`config.mk`:
```
export PLATFORM = sky130hd
export DESIGN_NAME = dsp_top
export DESIGN_NICKNAME = d
export VERILOG_FILES = /design/src/logic/dsp_pkg.sv /design/src/logic/shot_sequencer.sv /design/src/logic/readout_lane.sv /design/src/logic/accbuf_writer.sv /design/src/logic/dsp_top.sv
export SDC_FILE = /design/constraint.sdc
export NUM_CORES = 2
export LEC_CHECK = 0
export BUFFER_PORTS_ARGS = -buffer_cell sky130_fd_sc_hd__buf_2
export CAP_MARGIN = 15
export CORE_UTILIZATION = 33
export CTS_BUF_LIST = sky130_fd_sc_hd__clkbuf_8
export CTS_CLUSTER_SIZE = 28
export DETAILED_ROUTE_END_ITERATION = 8
export PLACE_DENSITY = 0.5
export SETUP_SLACK_MARGIN = 0.05
export SLEW_MARGIN = 20
export SYNTH_ARGS = -nofsm -noshare
export SYNTH_HDL_FRONTEND = slang
export SYNTH_HIERARCHICAL = 1
export SYNTH_SLANG_ARGS = --single-unit
```
`constraint.sdc`:
```
create_clock -name dspif -period 18 [get_ports dspif]
set_input_delay 1.8 -clock dspif [delete_from_list [all_inputs] [get_ports dspif]]
set_output_delay 1.8 -clock dspif [all_outputs]
set_load 0.05 [all_outputs]
```
`src/logic/dsp_pkg.sv`:
```
// dsp package: shared sample and accumulator widths, baseband source codes, buffer word
`default_nettype none

package dsp_pkg;

	// adc, dac and lo samples, signed two's complement
	localparam int sample_w = 16;

	// one accumulator, wide enough for a full product
	// running sums wrap modulo 2^acc_w
	localparam int acc_w = 32;

	// baseband source select codes, as seen on bb_sel
	// adc word of the lane
	localparam logic [1:0] src_adc = 2'd0;
	// first dac monitor word
	localparam logic [1:0] src_dac_a = 2'd1;
	// second dac monitor word
	localparam logic [1:0] src_dac_b = 2'd2;
	// no source, lane integrates zero
	localparam logic [1:0] src_zero = 2'd3;

	// accumulation buffer word
	// writer fills the x/y pair, the buffer port sees the raw word
	typedef union packed {
		struct packed {
			// x accumulator in the upper half
			logic [acc_w-1:0] acc_x;
			// y accumulator in the lower half
			logic [acc_w-1:0] acc_y;
		} pair;
		logic [2*acc_w-1:0] raw;
	} acc_word_t;

endpackage

`default_nettype wire

```
`src/logic/shot_sequencer.sv`:
```
// shot sequencer repeating run and drain phases with the cores reset between shots
`default_nettype none
`timescale 1ns/1ps

module shot_sequencer (
	input wire dspif,
	input wire reset,
	input wire stb_start,
	input wire [31:0] nshot,
	input wire all_done,
	input wire all_idle,
	output logic proc_reset,
	output logic [31:0] shot_count,
	output logic lastshot_done
);

	// state codes walk the shot loop in gray-like steps
	localparam logic [3:0] idle = 4'b0000;
	localparam logic [3:0] start = 4'b0001;
	localparam logic [3:0] procrun = 4'b0011;
	localparam logic [3:0] elembusy = 4'b0010;
	localparam logic [3:0] moreshot = 4'b0110;
	localparam logic [3:0] shotadd = 4'b0111;
	localparam logic [3:0] done = 4'b0101;

	logic [3:0] state;
	logic [3:0] nextstate;
	// shot count latched at the start of the sequence
	logic [31:0] nshot_r;
	// running shot index and its precomputed successor
	logic [31:0] shot_cnt;
	logic [31:0] next_cnt;
	logic more_shot;
	// second register stage on the core status levels
	logic done_r;
	logic idle_r;

	always_ff @(posedge dspif) begin
		if (reset) begin
			state <= idle;
		end else begin
			state <= nextstate;
		end
	end

	always_comb begin
		nextstate = idle;
		case (state)
			idle: nextstate = stb_start ? start : idle;
			start: nextstate = procrun;
			// cores running until every one reports done
			procrun: nextstate = done_r ? elembusy : procrun;
			// drain waits for all elements to go idle
			elembusy: nextstate = idle_r ? moreshot : elembusy;
			moreshot: nextstate = more_shot ? shotadd : done;
			shotadd: nextstate = start;
			done: nextstate = idle;
			default: nextstate = idle;
		endcase
	end

	// count compare kept off the state decode path
	// settles long before the next moreshot
	always_ff @(posedge dspif) begin
		next_cnt <= shot_cnt + 32'd1;
		// nshot of zero means run forever
		more_shot <= (next_cnt != nshot_r) | (nshot_r == 32'd0);
		done_r <= all_done;
		idle_r <= all_idle;
		if (nextstate == idle) begin
			nshot_r <= nshot;
		end
	end

	// outputs registered from the next state
	always_ff @(posedge dspif) begin
		if (reset) begin
			shot_cnt <= 32'd0;
			shot_count <= 32'd0;
			lastshot_done <= 1'b0;
			proc_reset <= 1'b1;
		end else begin
			lastshot_done <= 1'b0;
			proc_reset <= 1'b1;
			case (nextstate)
				idle: shot_cnt <= 32'd0;
				// cores released only while running
				procrun: proc_reset <= 1'b0;
				shotadd: begin
					shot_cnt <= next_cnt;
					// report the shot just finished
					shot_count <= shot_cnt;
				end
				done: begin
					// last shot also gets reported
					shot_count <= shot_cnt;
					shot_cnt <= 32'd0;
					lastshot_done <= 1'b1;
				end
				default: shot_cnt <= shot_cnt;
			endcase
		end
	end

endmodule

`default_nettype wire

```
`src/logic/readout_lane.sv`:
```
// readout lane: baseband source select, complex lo multiply, gated x/y accumulation
`default_nettype none
`timescale 1ns/1ps

module readout_lane
	import dsp_pkg::*;
(
	input wire dspif,
	input wire reset,
	input wire [sample_w-1:0] adc,
	input wire [sample_w-1:0] dac_a,
	input wire [sample_w-1:0] dac_b,
	input wire [1:0] bb_sel,
	input wire [sample_w-1:0] lo_x,
	input wire [sample_w-1:0] lo_y,
	input wire gate,
	output logic [acc_w-1:0] acc_x,
	output logic [acc_w-1:0] acc_y,
	output logic acc_stb
);

	// stage 1, selected sample and matching lo
	logic signed [sample_w-1:0] bb;
	logic signed [sample_w-1:0] lo_x_r;
	logic signed [sample_w-1:0] lo_y_r;
	// stage 2, full width products
	logic signed [acc_w-1:0] prod_x;
	logic signed [acc_w-1:0] prod_y;
	// gate delayed to line up with the products, plus one for edge detect
	logic [2:0] gate_d;
	logic first;

	always_ff @(posedge dspif) begin
		case (bb_sel)
			src_adc: bb <= adc;
			src_dac_a: bb <= dac_a;
			src_dac_b: bb <= dac_b;
			src_zero: bb <= '0;
			default: bb <= '0;
		endcase
		lo_x_r <= lo_x;
		lo_y_r <= lo_y;
	end

	always_ff @(posedge dspif) begin
		prod_x <= bb * lo_x_r;
		prod_y <= bb * lo_y_r;
	end

	always_ff @(posedge dspif) begin
		if (reset) begin
			gate_d <= 3'b000;
		end else begin
			gate_d <= {gate_d[1:0], gate};
		end
	end

	// first product of a window loads instead of adding
	assign first = gate_d[1] & ~gate_d[2];

	always_ff @(posedge dspif) begin
		if (gate_d[1]) begin
			if (first) begin
				acc_x <= prod_x;
				acc_y <= prod_y;
			end else begin
				// wraps modulo 2^acc_w
				acc_x <= acc_x + prod_x;
				acc_y <= acc_y + prod_y;
			end
		end
	end

	// falling edge of the aligned gate, sums are final
	always_ff @(posedge dspif) begin
		if (reset) begin
			acc_stb <= 1'b0;
		end else begin
			acc_stb <= gate_d[2] & ~gate_d[1];
		end
	end

endmodule

`default_nettype wire

```
`src/logic/accbuf_writer.sv`:
```
// accumulation buffer writer: turns lane results into buffer writes with locking addresses
`default_nettype none
`timescale 1ns/1ps

module accbuf_writer
	import dsp_pkg::*;
#(
	parameter int accbuf_addr_w = 4
) (
	input wire dspif,
	input wire reset,
	input wire resetacc,
	input wire [acc_w-1:0] acc_x0,
	input wire [acc_w-1:0] acc_y0,
	input wire acc_stb0,
	input wire [acc_w-1:0] acc_x1,
	input wire [acc_w-1:0] acc_y1,
	input wire acc_stb1,
	output logic accbuf_we0,
	output logic accbuf_we1,
	output logic [accbuf_addr_w-1:0] accbuf_addr0,
	output logic [accbuf_addr_w-1:0] accbuf_addr1,
	output logic [2*acc_w-1:0] accbuf_data0,
	output logic [2*acc_w-1:0] accbuf_data1
);

	// lane inputs gathered so both lanes share one body
	logic [acc_w-1:0] lane_x [2];
	logic [acc_w-1:0] lane_y [2];
	logic lane_stb [2];
	logic resetacc_r;
	logic we [2];
	logic [accbuf_addr_w-1:0] addr [2];
	acc_word_t word [2];

	assign lane_x[0] = acc_x0;
	assign lane_y[0] = acc_y0;
	assign lane_stb[0] = acc_stb0;
	assign lane_x[1] = acc_x1;
	assign lane_y[1] = acc_y1;
	assign lane_stb[1] = acc_stb1;

	// level clear, registered once, applies to both lanes
	always_ff @(posedge dspif) begin
		if (reset) begin
			resetacc_r <= 1'b0;
		end else begin
			resetacc_r <= resetacc;
		end
	end

	for (genvar i = 0; i < 2; i++) begin : g_lane
		always_ff @(posedge dspif) begin
			if (reset) begin
				we[i] <= 1'b0;
			end else begin
				we[i] <= lane_stb[i];
			end
		end

		// data captured with the enable
		always_ff @(posedge dspif) begin
			if (lane_stb[i]) begin
				word[i].pair.acc_x <= lane_x[i];
				word[i].pair.acc_y <= lane_y[i];
			end
		end

		// write uses the current address, then steps
		// sticks at the last location once reached
		always_ff @(posedge dspif) begin
			if (reset || resetacc_r) begin
				addr[i] <= '0;
			end else if (we[i] && !(&addr[i])) begin
				addr[i] <= addr[i] + 1'b1;
			end
		end
	end

	assign accbuf_we0 = we[0];
	assign accbuf_we1 = we[1];
	assign accbuf_addr0 = addr[0];
	assign accbuf_addr1 = addr[1];
	assign accbuf_data0 = word[0].raw;
	assign accbuf_data1 = word[1].raw;

endmodule

`default_nettype wire

```
`src/logic/dsp_top.sv`:
```
// dsp top: shot sequencer, two readout lanes and the accumulation buffer writer
`default_nettype none
`timescale 1ns/1ps

module dsp_top
	import dsp_pkg::*;
#(
	parameter int accbuf_addr_w = 4
) (
	input wire dspif,
	input wire reset,
	// sequencer control and core status
	input wire stb_start,
	input wire [31:0] nshot,
	input wire [3:0] proc_done,
	input wire [3:0] elem_idle,
	// baseband sources
	input wire [sample_w-1:0] adc0,
	input wire [sample_w-1:0] adc1,
	input wire [sample_w-1:0] dac0,
	input wire [sample_w-1:0] dac1,
	input wire [sample_w-1:0] dac2,
	input wire [sample_w-1:0] dac3,
	// per lane select, lo and gate
	input wire [1:0] bb_sel0,
	input wire [1:0] bb_sel1,
	input wire [sample_w-1:0] lo_x0,
	input wire [sample_w-1:0] lo_y0,
	input wire [sample_w-1:0] lo_x1,
	input wire [sample_w-1:0] lo_y1,
	input wire gate0,
	input wire gate1,
	input wire resetacc,
	output logic proc_reset,
	output logic [31:0] shot_count,
	output logic lastshot_done,
	output logic accbuf_we0,
	output logic accbuf_we1,
	output logic [accbuf_addr_w-1:0] accbuf_addr0,
	output logic [accbuf_addr_w-1:0] accbuf_addr1,
	output logic [2*acc_w-1:0] accbuf_data0,
	output logic [2*acc_w-1:0] accbuf_data1
);

	logic [sample_w-1:0] adc0_r;
	logic [sample_w-1:0] adc1_r;
	// one bit per core folded down, all cores must agree
	logic all_done;
	logic all_idle;
	logic [acc_w-1:0] acc_x0;
	logic [acc_w-1:0] acc_y0;
	logic acc_stb0;
	logic [acc_w-1:0] acc_x1;
	logic [acc_w-1:0] acc_y1;
	logic acc_stb1;

	always_ff @(posedge dspif) begin
		adc0_r <= adc0;
		adc1_r <= adc1;
	end

	always_ff @(posedge dspif) begin
		if (reset) begin
			all_done <= 1'b0;
			all_idle <= 1'b0;
		end else begin
			all_done <= &proc_done;
			all_idle <= &elem_idle;
		end
	end

	shot_sequencer u_seq (
		.dspif(dspif),
		.reset(reset),
		.stb_start(stb_start),
		.nshot(nshot),
		.all_done(all_done),
		.all_idle(all_idle),
		.proc_reset(proc_reset),
		.shot_count(shot_count),
		.lastshot_done(lastshot_done)
	);

	// lane 0 monitors dac 0 and 1
	readout_lane u_lane0 (
		.dspif(dspif),
		.reset(reset),
		.adc(adc0_r),
		.dac_a(dac0),
		.dac_b(dac1),
		.bb_sel(bb_sel0),
		.lo_x(lo_x0),
		.lo_y(lo_y0),
		.gate(gate0),
		.acc_x(acc_x0),
		.acc_y(acc_y0),
		.acc_stb(acc_stb0)
	);

	// lane 1 monitors dac 2 and 3
	readout_lane u_lane1 (
		.dspif(dspif),
		.reset(reset),
		.adc(adc1_r),
		.dac_a(dac2),
		.dac_b(dac3),
		.bb_sel(bb_sel1),
		.lo_x(lo_x1),
		.lo_y(lo_y1),
		.gate(gate1),
		.acc_x(acc_x1),
		.acc_y(acc_y1),
		.acc_stb(acc_stb1)
	);

	accbuf_writer #(
		.accbuf_addr_w(accbuf_addr_w)
	) u_writer (
		.dspif(dspif),
		.reset(reset),
		.resetacc(resetacc),
		.acc_x0(acc_x0),
		.acc_y0(acc_y0),
		.acc_stb0(acc_stb0),
		.acc_x1(acc_x1),
		.acc_y1(acc_y1),
		.acc_stb1(acc_stb1),
		.accbuf_we0(accbuf_we0),
		.accbuf_we1(accbuf_we1),
		.accbuf_addr0(accbuf_addr0),
		.accbuf_addr1(accbuf_addr1),
		.accbuf_data0(accbuf_data0),
		.accbuf_data1(accbuf_data1)
	);

endmodule

`default_nettype wire

```
==> reports/summary.txt <==
status = finished clean
Max Cap Viol = 0
Max FO, Critical Path = 17
DR vias = 45400
CTS buffer count = 133
commonest cells after routing, fill and taps aside = 1263 x inv_1, 1052 x fa_1, 740 x nand2_1
r2r worst-path depth = 21
post-synthesis sequential area ratio = 0.249
critical setup path kind = flip-flop to flip-flop
Setup crit end kind = flip-flop
number of hold buffers added after CTS = 0
Clock Latency Late Sink = 0.91 ns
# Post-CTS Setup Buffers = 0
CTS sink cnt = 669
cts repair resizes = 0
Unique masters post-synth = 104
fmax = 0.142 GHz
Via density = 4.69
vias in the first global route = 48400
final worst slack = 10.96 ns
layout cell share with drive strength beyond 1 = 0.0971
area delta synth->final = 11.2%
WHS = 0.325 ns
Final Wtd Congestion = 0.843
number of port buffers = 381
filler cell count in the final layout = 20100
Period minus WS final = 7.04 ns
CP arrival = 7.86 ns
Met2 Wirelength = 77.9 mm
worst slew pin tran = 1.02 ns
# nets final = 8635
cell depth of the worst hold path = 0
RSZ-0062 raised after global routing = no
capturing point of the worst reg2reg path = u_lane1/prod_y[30]$_DFF_P_
die width = 448 um
Die Y = 448 um
synth warn = 6
Post-Syn Area = 65800 sq um
Final Cycle Share = 0.391
Slew HR = 0.322
DRC Markers = 0
first-pass GRT wire length = 265 mm
#FFs+latches synth = 669
initial core utilization = 0.333
post-DP HPWL = 130 mm
Worst setup SP type = flip-flop
met3 wire len = 8.03 mm
final cell utilization of the core = 0.370
M1 wire length = 74.9 mm
CTS tree = built
largest net degree at the start of global routing = 82
Rows = 163
H-Tree Level Count = 4
synthesized area per cell = 9.97 sq um
CTS Root Cell = clkbuf_8
Detailed Routing Iterations Pass 1 = 6
DP Worst Slack = 11.09 ns
Slew Viols, Final = 0
final setup vio count = 0
Core Box Area = 198000 sq um
worst hold path type = flip-flop to flip-flop
Hold Startpoint = all_idle$_SDFF_PP0_
register area = 16400 sq um
Post-DRT Antenna Nets = 0
WP data required = 18.82 ns
clk_skew = 0.0585 ns
Async SR Flop Fraction = 0
flop2flop setup slack = 10.96 ns
I/O pin total = 382
Routed WL = 165 mm
setup TNS = 0 ns
Worst R2R Start = u_lane1/bb[15]$_DFF_P_
highest routed layer = met5
Post-synth top flop = dfxtp_1
initial drt markers = 2607
overall routing resource usage = 0.168
number of synthesized flops with an enable pin = 296
Multi-input gate area = 44000 sq um
hold worst-path end = u_seq/idle_r$_DFF_P_
Final Hold Violating Endpoints = 0
clock transition at the registers of the reported paths = 0.06 ns
cell count after synthesis = 6595
commonest non-fill, non-tap cell in the layout = inv_1
remaining global-route overflow = 0
die area = 201000 sq um
clk buf depth = 3
initial antenna violation count = 11
wire length per cell = 17.1 um
syn_nets = 8312
==> how the worst max path moves through the flow <==
stage | depth (start not counted) | from | endpoint | slack, ns
after detailed placement | 21 | u_lane1/bb[15]$_DFF_P_ | u_lane1/prod_y[30]$_DFF_P_ | 11.09
final | 21 | u_lane1/bb[15]$_DFF_P_ | u_lane1/prod_y[30]$_DFF_P_ | 10.96
after global placement | 20 | u_lane1/lo_x_r[1]$_DFF_P_ | u_lane1/prod_x[31]$_DFF_P_ | 11.20
after floorplan | 23 | u_lane1/lo_y_r[7]$_DFF_P_ | u_lane1/prod_y[30]$_DFF_P_ | 12.03
after CTS | 20 | u_lane1/lo_x_r[1]$_DFF_P_ | u_lane1/prod_x[31]$_DFF_P_ | 11.03
after global routing | 20 | u_lane1/lo_x_r[1]$_DFF_P_ | u_lane1/prod_x[31]$_DFF_P_ | 10.57
==> kinds of logic after synthesis <==
family	Yosys count	share of synthesized area
xor+xnor	303	0.0404
flops	669	0.249
compound gates	803	0.0791
simple gates	1829	0.136
mux	38	0.00578
fa+ha+maj	1507	0.407
buf+inv	1446	0.0827
==> registers in the layout, summed over array words and instances, names as in the netlist, 32 cells and up <==
name,flops
u_lane0/acc_x,32
u_lane1/acc_x,32
u_lane0/prod_y,32
u_lane1/prod_x,32
u_seq/shot_count,32
u_lane1/acc_y,32
u_seq/shot_cnt,32
u_lane0/prod_x,32
u_seq/next_cnt,32
u_seq/nshot_r,32
u_lane1/prod_y,32
u_lane0/acc_y,32
u_writer/word,128
==> worst max-delay path: stages, from the launching register on <==
cell	delay (ns)
dfxtp_1	0.75
buf_4	0.35
nand2_1	0.14
inv_1	0.16
fa_1	0.54
fa_1	0.57
fa_1	0.46
fa_1	0.51
fa_1	0.49
inv_1	0.05
fa_1	0.47
inv_1	0.04
ha_1	0.33
a21o_1	0.19
a21oi_1	0.16
nor2b_1	0.06
a311oi_1	0.25
o21ai_1	0.22
a2111oi_0	0.67
o31ai_1	0.17
a21oi_1	0.21
xnor2_1	0.14
==> per-layer routing <==
| metal | track usage | vias to the layer above |
|---|---|---|
| met5 | 0 | - |
| met4 | 0.0510 | 2 |
| met3 | 0.0292 | 183 |
| met2 | 0.275 | 911 |
| met1 | 0.227 | 22900 |
| li1 | - | 21300 |
==> synth_stat cells, drive strengths merged, types with 30 or more instances <==
master,number,share of area
and2,504,0.048
a21o,95,0.011
nand3,59,0.0046
o21ai,171,0.013
mux2i,38,0.0058
o21a,30,0.0034
nand4,36,0.0037
fa,1052,0.32
nand2b,51,0.0049
a22oi,33,0.0038
a21oi,273,0.021
nor2b,36,0.0034
edfxtp,296,0.14
nor3,46,0.0037
inv,1212,0.069
nor2,263,0.015
nand2,740,0.042
xor2,85,0.011
dfxtp,373,0.11
ha,455,0.087
clkbuf,218,0.012
xnor2,218,0.029
==> stage by stage <==
| stage | area (sq um) | std cells |
|---|---|---|
| floorplan | 65800 | 6595 |
| global placement | 70400 | 9423 |
| detailed placement | 70400 | 9423 |
| CTS | 73100 | 9665 |
| global route | 73100 | 9667 |
| finish | 73100 | 9667 |
==> cell type report <==
cell class | count | share of cell area
Antenna cell | 2 | 0.0000684
Clock buffer | 149 | 0.0280
Clock inverter | 93 | 0.00845
Inverter | 1212 | 0.0622
Multi-Input combinational cell | 4480 | 0.602
Sequential cell | 669 | 0.224
Tap cell | 2640 | 0.0452
Timing Repair Buffer | 422 | 0.0303
Power is not shown: default switching activity piles up to over one toggle a cycle in this logic, so the estimate is an artifact.
